## config.mk

```make
export PLATFORM = sky130hd
export DESIGN_NAME = trap_unit
export DESIGN_NICKNAME = d
export VERILOG_FILES = /design/src/csr_pkg.sv /design/src/trap_pkg.sv /design/src/csr_regs.sv /design/src/irq_sync_arbiter.sv /design/src/trap_ctrl.sv /design/src/trap_unit.sv
export VERILOG_INCLUDE_DIRS = /design/src
export SDC_FILE = /design/constraint.sdc
export NUM_CORES = 1
export LEC_CHECK = 0
export ABC_AREA = 0
export CAP_MARGIN = 15
export CORE_ASPECT_RATIO = 0.8
export CORE_MARGIN = 5
export CORE_UTILIZATION = 45
export CTS_CLUSTER_SIZE = 12
export DETAILED_ROUTE_END_ITERATION = 10
export DONT_BUFFER_PORTS = 1
export PLACE_DENSITY = 0.6
export SETUP_SLACK_MARGIN = 0.05
export SLEW_MARGIN = 20
export SYNTH_ARGS = -nofsm -noshare
export SYNTH_HDL_FRONTEND = slang
export SYNTH_HIERARCHICAL = 1
export SYNTH_SLANG_ARGS = --single-unit
```

## constraint.sdc

```tcl
create_clock -name clock -period 2.3 [get_ports clock]
set_input_delay 0.23 -clock clock [delete_from_list [all_inputs] [get_ports clock]]
set_output_delay 0.23 -clock clock [all_outputs]
set_load 0.02 [all_outputs]
```

## src/trap_config.svh

```systemverilog
`ifndef TRAP_CONFIG_SVH
`define TRAP_CONFIG_SVH

// register width of the core
`define XLEN 32

// misa for RV32I: MXL = 1 in the top two bits, I extension at bit 8
`define MISA_RESET 32'h4000_0100

// flops per interrupt synchronizer, 2 or 3
`define IRQ_SYNC_STAGES 2

`endif

```

## src/csr_pkg.sv

```systemverilog
`include "trap_config.svh"

package csr_pkg;

    typedef logic [`XLEN-1:0] xlen_t;
    typedef logic [11:0]      csr_addr_t;

    // sw, timer, ext enables in irq vector order
    typedef logic [2:0] mie_bits_t;

    // machine csr addresses
    localparam csr_addr_t CSR_MSTATUS  = 12'h300;
    localparam csr_addr_t CSR_MISA     = 12'h301;
    localparam csr_addr_t CSR_MIE      = 12'h304;
    localparam csr_addr_t CSR_MTVEC    = 12'h305;
    localparam csr_addr_t CSR_MSCRATCH = 12'h340;
    localparam csr_addr_t CSR_MEPC     = 12'h341;
    localparam csr_addr_t CSR_MCAUSE   = 12'h342;
    localparam csr_addr_t CSR_MTVAL    = 12'h343;
    localparam csr_addr_t CSR_MIP      = 12'h344;

    // mstatus bit positions
    localparam int MSTATUS_MIE  = 3;
    localparam int MSTATUS_MPIE = 7;

    // bit positions shared by mie and mip
    localparam int MIX_MSI = 3;
    localparam int MIX_MTI = 7;
    localparam int MIX_MEI = 11;

    typedef struct packed {
        logic      ren;
        logic      wen;
        csr_addr_t raddr;
        csr_addr_t waddr;
        xlen_t     wdata;
    } csr_req_t;

    typedef struct packed {
        logic      mstatus_mie;
        mie_bits_t mie_bits;
        xlen_t     mtvec_base;
        xlen_t     mepc;
    } csr_view_t;

endpackage

```

## src/trap_pkg.sv

```systemverilog
package trap_pkg;
    import csr_pkg::*;

    typedef enum logic [1:0] {
        SYS_NONE,
        SYS_ECALL,
        SYS_EBREAK,
        SYS_MRET
    } sys_op_t;

    typedef xlen_t cause_t;

    // bit 0 software, bit 1 timer, bit 2 external
    typedef logic [2:0] irq_vec_t;

    localparam int IRQ_SW    = 0;
    localparam int IRQ_TIMER = 1;
    localparam int IRQ_EXT   = 2;

    // exception causes keep the top bit clear
    localparam cause_t CAUSE_BREAKPOINT = cause_t'(3);
    localparam cause_t CAUSE_ECALL_M    = cause_t'(11);

    localparam cause_t CAUSE_IRQ_FLAG = cause_t'(1) << ($bits(cause_t) - 1);
    localparam cause_t CAUSE_IRQ_SW    = CAUSE_IRQ_FLAG | cause_t'(3);
    localparam cause_t CAUSE_IRQ_TIMER = CAUSE_IRQ_FLAG | cause_t'(7);
    localparam cause_t CAUSE_IRQ_EXT   = CAUSE_IRQ_FLAG | cause_t'(11);

    typedef struct packed {
        logic   valid;
        cause_t cause;
    } irq_req_t;

    typedef struct packed {
        logic   take;
        logic   ret;
        xlen_t  epc;
        cause_t cause;
    } trap_update_t;

    typedef enum logic {
        TRAP_IDLE,
        TRAP_PENDING
    } trap_state_t;

endpackage

```

## src/csr_regs.sv

```systemverilog
`include "trap_config.svh"

module csr_regs
    import csr_pkg::*;
    import trap_pkg::*;
(
    input  logic         clock,
    input  logic         reset,
    input  csr_req_t     csr_req,
    input  irq_vec_t     mip_bits,
    input  trap_update_t trap_update,
    output xlen_t        csr_rdata,
    output csr_view_t    csr_view
);

    localparam xlen_t MISA_VALUE = `MISA_RESET;

    xlen_t mstatus;
    xlen_t mie;
    xlen_t mtvec;
    xlen_t mscratch;
    xlen_t mepc;
    xlen_t mcause;
    xlen_t mtval;

    xlen_t mip_word;
    xlen_t mstatus_trap;
    xlen_t read_value;
    logic  read_bypass;

    // pending lines placed at their mip bit positions
    always_comb begin
        mip_word = '0;
        mip_word[MIX_MSI] = mip_bits[IRQ_SW];
        mip_word[MIX_MTI] = mip_bits[IRQ_TIMER];
        mip_word[MIX_MEI] = mip_bits[IRQ_EXT];
    end

    // interrupt enable stack, push on take and pop on mret
    always_comb begin
        mstatus_trap = mstatus;
        if (trap_update.take) begin
            mstatus_trap[MSTATUS_MPIE] = mstatus[MSTATUS_MIE];
            mstatus_trap[MSTATUS_MIE] = 1'b0;
        end else begin
            mstatus_trap[MSTATUS_MIE] = mstatus[MSTATUS_MPIE];
            mstatus_trap[MSTATUS_MPIE] = 1'b1;
        end
    end

    always_ff @(posedge clock or negedge reset) begin
        if (!reset) begin
            mstatus <= '0;
            mie <= '0;
            mtvec <= '0;
            mscratch <= '0;
            mepc <= '0;
            mcause <= '0;
            mtval <= '0;
        end else begin
            if (csr_req.wen) begin
                case (csr_req.waddr)
                    CSR_MSTATUS:  mstatus <= csr_req.wdata;
                    CSR_MIE:      mie <= csr_req.wdata;
                    CSR_MTVEC:    mtvec <= {csr_req.wdata[`XLEN-1:2], 2'b00};
                    CSR_MSCRATCH: mscratch <= csr_req.wdata;
                    CSR_MEPC:     mepc <= csr_req.wdata;
                    CSR_MCAUSE:   mcause <= csr_req.wdata;
                    CSR_MTVAL:    mtval <= csr_req.wdata;
                    default: ;
                endcase
            end
            // trap side comes last so it overrides a core write in the same cycle
            if (trap_update.take) begin
                mepc <= trap_update.epc;
                mcause <= trap_update.cause;
                mtval <= '0;
                mstatus <= mstatus_trap;
            end else if (trap_update.ret) begin
                mstatus <= mstatus_trap;
            end
        end
    end

    always_comb begin
        case (csr_req.raddr)
            CSR_MSTATUS:  read_value = mstatus;
            CSR_MISA:     read_value = MISA_VALUE;
            CSR_MIE:      read_value = mie;
            CSR_MTVEC:    read_value = mtvec;
            CSR_MSCRATCH: read_value = mscratch;
            CSR_MEPC:     read_value = mepc;
            CSR_MCAUSE:   read_value = mcause;
            CSR_MTVAL:    read_value = mtval;
            CSR_MIP:      read_value = mip_word;
            default:      read_value = '0;
        endcase
    end

    assign read_bypass = csr_req.wen && (csr_req.waddr == csr_req.raddr);

    // registered read port, holds between reads
    always_ff @(posedge clock or negedge reset) begin
        if (!reset) begin
            csr_rdata <= '0;
        end else if (csr_req.ren) begin
            csr_rdata <= read_bypass ? csr_req.wdata : read_value;
        end
    end

    assign csr_view.mstatus_mie = mstatus[MSTATUS_MIE];
    assign csr_view.mie_bits = {mie[MIX_MEI], mie[MIX_MTI], mie[MIX_MSI]};
    assign csr_view.mtvec_base = mtvec;
    assign csr_view.mepc = mepc;

endmodule

```

## src/irq_sync_arbiter.sv

```systemverilog
`include "trap_config.svh"

module irq_sync_arbiter
    import csr_pkg::*;
    import trap_pkg::*;
(
    input  logic      clock,
    input  logic      reset,
    input  irq_vec_t  irq_lines,
    input  csr_view_t csr_view,
    output irq_vec_t  mip_bits,
    output irq_req_t  irq_req
);

    irq_vec_t sync_q [`IRQ_SYNC_STAGES];
    irq_vec_t irq_masked;

    // one synchronizer chain per line, all three shifted together
    always_ff @(posedge clock or negedge reset) begin
        if (!reset) begin
            for (int i = 0; i < `IRQ_SYNC_STAGES; i++) begin
                sync_q[i] <= '0;
            end
        end else begin
            sync_q[0] <= irq_lines;
            for (int i = 1; i < `IRQ_SYNC_STAGES; i++) begin
                sync_q[i] <= sync_q[i-1];
            end
        end
    end

    assign mip_bits = sync_q[`IRQ_SYNC_STAGES-1];

    // per-line enable plus the global MIE
    assign irq_masked = mip_bits & csr_view.mie_bits & {3{csr_view.mstatus_mie}};

    // fixed rank: external, software, timer
    always_comb begin
        irq_req.valid = 1'b0;
        irq_req.cause = '0;
        if (irq_masked[IRQ_EXT]) begin
            irq_req.valid = 1'b1;
            irq_req.cause = CAUSE_IRQ_EXT;
        end else if (irq_masked[IRQ_SW]) begin
            irq_req.valid = 1'b1;
            irq_req.cause = CAUSE_IRQ_SW;
        end else if (irq_masked[IRQ_TIMER]) begin
            irq_req.valid = 1'b1;
            irq_req.cause = CAUSE_IRQ_TIMER;
        end
    end

endmodule

```

## src/trap_ctrl.sv

```systemverilog
module trap_ctrl
    import csr_pkg::*;
    import trap_pkg::*;
(
    input  logic         clock,
    input  logic         reset,
    input  sys_op_t      sys_op,
    input  xlen_t        pc,
    input  irq_req_t     irq_req,
    input  csr_view_t    csr_view,
    input  logic         pc_written,
    output trap_update_t trap_update,
    output logic         trap_pending,
    output logic         redirect_is_irq,
    output xlen_t        redirect_vector
);

    trap_state_t state_q;
    trap_state_t state_d;

    logic is_idle;
    logic sys_trap;
    logic sys_ret;
    logic irq_take;

    assign is_idle = (state_q == TRAP_IDLE);

    // a system op always beats an interrupt in the same cycle
    always_comb begin
        sys_trap = is_idle && (sys_op == SYS_ECALL || sys_op == SYS_EBREAK);
        sys_ret = is_idle && (sys_op == SYS_MRET);
        irq_take = is_idle && (sys_op == SYS_NONE) && irq_req.valid;
    end

    // strobes to the csr block, live only in the accepting cycle
    always_comb begin
        trap_update.take = sys_trap || irq_take;
        trap_update.ret = sys_ret;
        trap_update.epc = pc;
        case (sys_op)
            SYS_ECALL:  trap_update.cause = CAUSE_ECALL_M;
            SYS_EBREAK: trap_update.cause = CAUSE_BREAKPOINT;
            SYS_NONE:   trap_update.cause = irq_req.cause;
            default:    trap_update.cause = '0;
        endcase
    end

    always_comb begin
        state_d = state_q;
        case (state_q)
            TRAP_IDLE: begin
                if (sys_trap || sys_ret || irq_take) begin
                    state_d = TRAP_PENDING;
                end
            end
            TRAP_PENDING: begin
                // core has loaded the new pc
                if (pc_written) begin
                    state_d = TRAP_IDLE;
                end
            end
            default: state_d = TRAP_IDLE;
        endcase
    end

    always_ff @(posedge clock or negedge reset) begin
        if (!reset) begin
            state_q <= TRAP_IDLE;
        end else begin
            state_q <= state_d;
        end
    end

    // redirect target and source, held until the next accept
    always_ff @(posedge clock or negedge reset) begin
        if (!reset) begin
            redirect_vector <= '0;
            redirect_is_irq <= 1'b0;
        end else if (sys_ret) begin
            redirect_vector <= csr_view.mepc;
            redirect_is_irq <= 1'b0;
        end else if (sys_trap || irq_take) begin
            redirect_vector <= csr_view.mtvec_base;
            redirect_is_irq <= irq_take;
        end else if (!is_idle && pc_written) begin
            redirect_is_irq <= 1'b0;
        end
    end

    assign trap_pending = (state_q == TRAP_PENDING);

endmodule

```

## src/trap_unit.sv

```systemverilog
module trap_unit
    import csr_pkg::*;
    import trap_pkg::*;
(
    input  logic     clock,
    input  logic     reset,
    input  csr_req_t csr_req,
    output xlen_t    csr_rdata,
    input  sys_op_t  sys_op,
    input  xlen_t    pc,
    input  irq_vec_t irq_lines,
    input  logic     pc_written,
    output logic     trap_pending,
    output logic     redirect_is_irq,
    output xlen_t    redirect_vector
);

    csr_view_t    csr_view;
    irq_vec_t     mip_bits;
    irq_req_t     irq_req;
    trap_update_t trap_update;

    csr_regs u_csr_regs (
        .clock       (clock),
        .reset       (reset),
        .csr_req     (csr_req),
        .mip_bits    (mip_bits),
        .trap_update (trap_update),
        .csr_rdata   (csr_rdata),
        .csr_view    (csr_view)
    );

    // interrupt front end
    irq_sync_arbiter u_irq_sync_arbiter (
        .clock     (clock),
        .reset     (reset),
        .irq_lines (irq_lines),
        .csr_view  (csr_view),
        .mip_bits  (mip_bits),
        .irq_req   (irq_req)
    );

    trap_ctrl u_trap_ctrl (
        .clock           (clock),
        .reset           (reset),
        .sys_op          (sys_op),
        .pc              (pc),
        .irq_req         (irq_req),
        .csr_view        (csr_view),
        .pc_written      (pc_written),
        .trap_update     (trap_update),
        .trap_pending    (trap_pending),
        .redirect_is_irq (redirect_is_irq),
        .redirect_vector (redirect_vector)
    );

endmodule

```

# [Word-level counts from Yosys, hierarchy flattened]
# Cells that the tools add are included.
[op_classes] mux=29 bitwise_logic=5 n_eq_ne=20 n_reduce_logical=27
[op_table] op="$mux W32" n=12
[op_table] op="$pmux W32 S9" n=1
[op_table] op="$eq A12 B10 Y1 const B" n=16
[op_table] op="$mux W33" n=3
[op_table] op="$pmux W32 S3" n=1
[op_table] op="$mux W8" n=4
[op_table] op="$reduce_and A2 Y1" n=7
[op_table] op="$eq A12 B12 Y1" n=1
[op_table] op="$reduce_bool A2 Y1" n=5
[op_table] op="$reduce_bool A3 Y1" n=3
[op_table] op="$mux W1" n=7
[op_table] op="$and A3 B3 Y3" n=2
[op_table] op="$logic_and A1 B1 Y1" n=6
[op_table] op="$eq A2 B2 Y1 const B" n=2
[op_table] op="$logic_or A1 B1 Y1" n=4
[op_table] op="$reduce_and A4 Y1" n=1
[op_table] op="$not A1 Y1" n=3
[op_table] op="$eq A2 B1 Y1 const B" n=1
[op_table] op="$logic_not A2 Y1" n=1
[op_table] op="$pmux W1 S2" n=1
[word_totals] reg_bits=294 out_inout_bits=66 inputBits=98 word_cells=95

# [Depth between registers and ports, before layout]
# Gate-level depths: netlist of run 1.
[depth] word_depth=10 mapped_depth=11 mapped_depth_nobuf=7

# [By module]
# Netlist of run 1, hierarchy kept.
[by_module_without_submodules] mod="csr_regs" cells_each=1160 area_per_inst_um2=12642.1 seq_area_each_um2=6356.1 n_inst=1
[by_module_without_submodules] mod="trap_ctrl" cells_each=194 area_per_inst_um2=2482.4 seq_area_each_um2=850.8 n_inst=1
[by_module_without_submodules] mod="irq_sync_arbiter" cells_each=45 area_per_inst_um2=436.7 seq_area_each_um2=150.1 n_inst=1

# [Least setup slack after synthesis of run 1]
# Ideal clock, no wire load.
[synth_path] path_kind="reg2reg" from="register u_csr_regs.mstatus[3]" to="register u_csr_regs.mstatus[0]" n_path_buf=4 path_slack_ps=-42 t_required_ps=2175 stages_incl_launch_ff=12 t_arrival_ps=2217 setup_ps=125 cell_sequence="dfrtp_1 > buf_4 > nand3_1 > a21bo_1 > buf_4 > a21oi_1 > nor2_1 > clkbuf_1 > nor2_1 > nand4b_1 > clkbuf_1 > mux2_2"
[synth_rtl] element="start, declared" line="csr_regs.sv:18" source="xlen_t mstatus;"
[synth_rtl] element="start signal, assigned" line="csr_regs.sv:63" source="CSR_MSTATUS: mstatus <= csr_req.wdata;"
[synth_rtl] element="start signal, assigned" line="csr_regs.sv:78" source="mstatus <= mstatus_trap;"
[synth_rtl] element="start signal, assigned" line="csr_regs.sv:80" source="mstatus <= mstatus_trap;"

==> results_dict.tcl, run 1 <==
set metrics [dict create \
    overflow 0 \
    die_area_um2 38400 \
    r2r_cells 8 \
    cts_setup_buffers 0 \
    seq_area_frac_synth_pct 47.3 \
    coreArea_um2 33900 \
    drive_above_1_share_pct 21.3 \
    clkSinkCount 294 \
    clockRootBuffer "clkbuf_16" \
    r2r_start "u_csr_regs/mstatus[3]" \
    grt_use_met3_pct 4.95 \
    p_leak_nw 8.11 \
    nets 1501 \
    wl_per_cell_um 24.6 \
    crit_slowest_cell "dfrtp_1" \
    gp_congestion 0.794 \
    yosysTopAreaCell "dfrtp_1" \
    crit_cells 8 \
    fillers 3077 \
    met1_usage_pct 32.2 \
    synth_cells 1399 \
    syn_area_um2 15600 \
    whs_ns -0.650 \
    clkLatencyLatePin_ns 0.57 \
    reg2reg_to "u_csr_regs/mstatus[27]" \
    period_needed_ns 2.13 \
    die_x_um 218 \
    dr.first_iter.drc_count 757 \
    crit_family "simple AND/OR/NAND/NOR gates" \
    routed_via_density 5.83 \
    worstSetupStartpoint "u_csr_regs/mstatus[3]" \
    wirelength_um 46300 \
    dpl.cell_count 1757 \
    tightest_slew_ns 0.703 \
    synth_warnings 6 \
    grt_max_degree 295 \
    htreeDepth 1 \
    io_pins 164 \
    ys_types 68 \
    syn_area_per_cell_um2 11.1 \
    first_pass_iters 5 \
    finalClockSkew_ns 0.00760 \
    port_buffers 0 \
    start_util_pct 46.0 \
    clk_pin_slew_ns 0.06 \
    setup_viol 0 \
    synthTopCellsByCount "dfrtp_1 (294), nand2_1 (137), mux2_2 (132), mux2i_1 (99), buf_4 (79)" \
    via_count 11000 \
    max_stage_delay_ns 0.44 \
    cts_hold_buf 74 \
    ant_nets 0 \
    critPathKind "register to register" \
    synth_top_area_share_pct 47.3 \
    worst_slack_ns 0.168 \
    hold_viol 294 \
    cts_tree "yes" \
    hpwl_um 27000 \
    cp-end-kind "register" \
    maxCapViolations 0 \
    synth_edf_count 0 \
    path_cells "nand3_1 > a21bo_2 > a21oi_2 > nor2_4 > nor2_1 > nand4b_1 > buf_12 > mux2_2" \
    ys_ff_latch 294 \
    numCtsBuffers 31 \
    fin_cells 1885 \
    status "finished with violations" \
    synth.top_cells.by_area "dfrtp_1 (47%), mux2_2 (9.6%), mux2i_1 (6.4%), mux2_4 (5.6%), buf_4 (3.8%)" \
    grt_pass1_wl_um 69800 \
    report.final.slew_viol_count 0 \
    critPathRequiredTime_ns 2.76 \
    ir_worst_vdd_mv 0.587 \
    start_kind "register" \
    gr-usage-all-layers_pct 23.4 \
    antenna_found_initial 3 \
    drc 0 \
    grt_pass1_vias 11100 \
    yosysMostFrequentCell "dfrtp_1" \
    rsz0062_at_grt "false" \
    crit_buf_inv 1 \
    clock.fmax_ghz 0.469 \
    dieHeight_um 176 \
    core.rowCount 60 \
    power_density_nw_per_um2 734 \
    cp_data_arrival_time_ns 2.59 \
    worstPathMaxFanout 30 \
    synth_ff_type "dfrtp_1" \
    post-place-ws_ns 0.134 \
    met2_usage_pct 37.8 \
    synthToLayoutAreaGrowth_pct 11.4 \
    endpoint "u_csr_regs/mstatus[27]" \
    fin_setup_tns_ns 0 \
    slew_headroom_pct 51.9 \
    worst_hold_path_type "input port to asynchronous set/reset pin" \
    async_reset_ff_share_pct 100 \
    finalCritPeriodShare_pct 92.7 \
    clock_path_buffers 3 \
    violations "hold timing" \
    gr-max-usage-layer "met2" \
    r2r_slack_ns 0.17 \
]
==> power by group <==
group / switching (mW) / internal (mW)
clock: 2.05 / 2.71
combinational: 0.863 / 0.863
sequential: 0.584 / 5.66
==> timing repair <==
action / 4_1_cts / 5_1_grt
gates resized for setup: 0 / 5
endpoints found under the hold margin: 553 / 294
endpoints found under the setup margin: 0 / 74
==> layout by cell type (no fill, tap or decap), types with 6 or more instances in the layout <==
cell type / count
a211oi_1: 15
a21oi_1: 76
a221oi_1: 14
a22o_1: 9
a2bb2oi_1: 15
a31oi_1: 62
and2_1: 30
buf_12: 6
buf_4: 37
clkbuf_1: 11
clkbuf_16: 32
clkbuf_8: 9
conb_1: 29
dfrtp_1: 294
dlygate4sd3_1: 73
inv_1: 7
mux2_2: 132
mux2_4: 58
mux2i_1: 99
nand2_1: 137
nand3_1: 10
nor2_1: 15
nor2b_1: 66
nor3_1: 8
o21ai_0: 46
o21ai_1: 17
o22ai_1: 21
xnor2_1: 12
==> kinds of logic after synthesis <==
group,synth area share [%]
compound gates,12.4
xor+xnor,0.675
fa+ha+maj,0.241
buf+inv,7.08
flops,47.3
mux,21.7
other cells,0.0483
simple gates,10.5
==> state kept, by name, summed over array words and instances, names as in the netlist, 30 cells and up <==
| signal | count |
|---|---|
| u_csr_regs/mie | 32 |
| u_csr_regs/mepc | 32 |
| u_csr_regs/csr_rdata | 32 |
| u_csr_regs/mscratch | 32 |
| u_trap_ctrl/redirect_vector | 32 |
| u_csr_regs/mstatus | 32 |
| u_csr_regs/mtvec | 30 |
| u_csr_regs/mcause | 32 |
| u_csr_regs/mtval | 32 |
==> worst reg2reg max path, delay by kind of cell (launching register included) <==
kind	cells	cell delay (ns)
buffers and inverters	1	0.25
AOI/OAI and AO/OA	2	0.41
DFF	1	0.44
and+or+nand+nor	4	0.55
muxes	1	0.38
==> final cells by class <==
class,count,area (um^2),area share [%]
Inverter,8,30.0,0.173
Clock buffer,50,927,5.35
Sequential cell,294,7360,42.4
Timing Repair Buffer,119,1190,6.89
Antenna cell,2,5.00,0.0289
Tap cell,465,582,3.35
Multi-Input combinational cell,946,7240,41.7
Clock inverter,1,8.76,0.0505
==> worst min-delay path by stage <==
stage	end	slack, ns	cells past startpoint
after global placement	u_trap_ctrl/redirect_vector[5]	-0.05	0
after CTS	u_trap_ctrl/redirect_vector[5]	-0.67	0
after floorplan	u_csr_regs/csr_rdata[0]	-0.07	0
final	u_trap_ctrl/redirect_vector[4]	-0.65	0
after detailed placement	u_trap_ctrl/redirect_vector[5]	-0.05	0
after global routing	u_trap_ctrl/redirect_vector[1]	-0.67	0
==> per-stage QoR <==
step / area, um^2 / power (mW) / utilization (%)
2_1_floorplan: 15700 / 7.56 / -
3_3_place_gp: 15600 / 7.76 / 46.1
3_5_place_dp: 15600 / 7.82 / 46.1
4_1_cts: 17300 / 12.8 / 51.1
5_1_grt: 17300 / 13.3 / 51.2
6_report: 17300 / 12.7 / 51.2
==> per-layer routing <==
layer / up-vias / wire length, um
met2: 380 / 21600
met4: 2 / 1370
li1: 4941 / -
met3: 85 / 3150
met5: - / 7
met1: 5573 / 20200
No activity file was read; power rests on OpenSTA's default activity.
==> inputs of run 2 (changes only) <==
- RECOVER_POWER: not set -> 100
- clock period: 2.3 -> 1.9 ns (I/O delays scaled with it)
==> results_dict.tcl, run 2 (synthesis results as in run 1) <==
set metrics [dict create \
    critPathRequiredTime_ns 2.36 \
    report.final.slew_viol_count 0 \
    p_int_mw 11.6 \
    status "finished with violations" \
    io_pins 164 \
    first_pass_iters 5 \
    fillers 2981 \
    htreeDepth 1 \
    netSwitchingFraction_pct 26.9 \
    clkLatencyLatePin_ns 0.58 \
    ir_worst_vdd_mv 0.529 \
    grt_max_degree 295 \
    place_area_um2 15900 \
    routed_via_density 5.79 \
    critPathKind "register to register" \
    worst_slack_ns -0.102 \
    die_x_um 218 \
    grt_pass1_wl_um 69800 \
    period_needed_ns 2.00 \
    start_util_pct 46.0 \
    layout_common_cells "dfrtp_1 (294), nand2_1 (137), mux2_2 (132)" \
    clkSinkCount 294 \
    slew_headroom_pct 12.1 \
    maxCapViolations 0 \
    power_density_nw_per_um2 897 \
    rsz0062_at_grt "true" \
    hold_viol 294 \
    diodes 0 \
    cp-end-kind "register" \
    finalClockSkew_ns 0.0148 \
    stdcell_area_um2 17700 \
    antenna_found_initial 2 \
    clockRootBuffer "clkbuf_16" \
    ant_nets 0 \
    cts_tree "yes" \
    numCtsBuffers 31 \
    gr-max-usage-layer "met2" \
    start_kind "register" \
    clock.fmax_ghz 0.500 \
    wirelength_um 46500 \
    grt_use_met3_pct 4.90 \
    whs_ns -0.682 \
    p_leak_nw 8.32 \
    port_buffers 0 \
    dieHeight_um 176 \
    final_common_cell "dfrtp_1" \
    setup_viol 87 \
    switchingPower_mw 4.26 \
    power_mw 15.9 \
    clk_pin_slew_ns 0.06 \
    drc 0 \
    via_count 11100 \
    worstPathMaxFanout 15 \
    gp_congestion 0.818 \
    p_clk_share_pct 38.6 \
    core.rowCount 60 \
    met2_usage_pct 36.7 \
    final_util_pct 52.2 \
    nets 1526 \
    cts_hold_buf 73 \
    violations "hold timing, setup timing" \
    tightest_slew_ns 1.32 \
    drive_above_1_share_pct 23.0 \
    seqPwrFrac_pct 47.8 \
    synthToLayoutAreaGrowth_pct 13.5 \
    coreArea_um2 33900 \
    grt_pass1_vias 11100 \
    wl_per_cell_um 24.3 \
    combPwrFrac_pct 13.6 \
    dr.first_iter.drc_count 826 \
    die_area_um2 38400 \
    cp_data_arrival_time_ns 2.46 \
    gr-usage-all-layers_pct 23.4 \
    clock_path_buffers 3 \
    overflow 0 \
    met1_usage_pct 33.3 \
    finalCritPeriodShare_pct 105 \
    hpwl_um 27700 \
    worst_hold_path_type "input port to asynchronous set/reset pin" \
]
-- run 2: cell count changes in the layout (fill, tap and decap cells not counted), sizes merged --
cell / delta
buf: +21
clkbuf: +4
bufinv: +2
clkinv: +2
diode: -2
dlygate4sd3: -1
-- run 2: area by class of cell --
| cell class | count | area, um^2 | area share (%) |
|---|---|---|---|
| Tap cell | 465 | 582 | 3.29 |
| Timing Repair Buffer | 144 | 1450 | 8.23 |
| Inverter | 8 | 30.0 | 0.170 |
| Multi-Input combinational cell | 946 | 7220 | 40.9 |
| Clock buffer | 49 | 943 | 5.34 |
| Clock inverter | 5 | 78.8 | 0.446 |
| Sequential cell | 294 | 7360 | 41.6 |
-- run 2: worst paths after layout --
kind                                                 from                              end  slack, ns  cells after the start
max reg2reg                u_irq_sync_arbiter/mip_bits[0]            u_csr_regs/mstatus[0]      -0.10                      9
max in group asynchronous                           reset  u_trap_ctrl/redirect_vector[26]       1.77                      0
max                        u_irq_sync_arbiter/mip_bits[0]            u_csr_regs/mstatus[0]      -0.10                      9
min in group clock                            csr_req[44]         u_csr_regs/csr_rdata[16]       0.04                      4
min reg2reg                  u_irq_sync_arbiter/sync_q[3]   u_irq_sync_arbiter/mip_bits[0]       0.39                      0
min                                                 reset   u_trap_ctrl/redirect_vector[2]      -0.68                      0
-- run 2: stage by stage --
step,cells,setup TNS (ns),hold WS (ns),setup WS [ns]
floorplan,1426,-10.79,-0.106,-0.305
finish,1911,-5.05,-0.682,-0.102
CTS,1905,-7.57,-0.702,-0.118
detailed placement,1778,-8.96,-0.0894,-0.119
global placement,1778,-4.56,-0.0886,-0.0737
global route,1911,-12.62,-0.693,-0.159
-- run 2: timing repair --
action,CTS,global route
endpoints found under the hold margin,553,294
gates resized for setup,1,7
setup endpoints to repair,116,150
setup buffers,0,3
gates cloned,0,3
pin swaps,1,1
-- run 2: power by group through the flow --
stage / combinational, mW / clock (mW) / sequential, mW
finish: 2.16 / 6.12 / 7.58
global route: 2.35 / 6.51 / 7.65
CTS: 2.11 / 6.26 / 7.59
detailed placement: 1.86 / 0 / 7.69
global placement: 1.80 / 0 / 7.68
floorplan: 1.70 / 0 / 7.48
-- run 2: metal layers --
| metal | vias up | part of all wire [%] |
|---|---|---|
| met3 | 72 | 7.1 |
| met2 | 357 | 45 |
| met4 | 4 | 2.8 |
| met1 | 5641 | 45 |
| li1 | 4990 | - |
| met5 | - | 0.045 |
-- run 2: worst max-delay path, stage by stage (launching register included) --
cell      delay, ns
dfrtp_1        0.38
a22o_1         0.25
a21bo_1        0.20
a21oi_2        0.17
nor2_4         0.06
nor2_2         0.09
nand4b_1       0.12
buf_6          0.17
buf_12         0.16
mux2_2         0.28
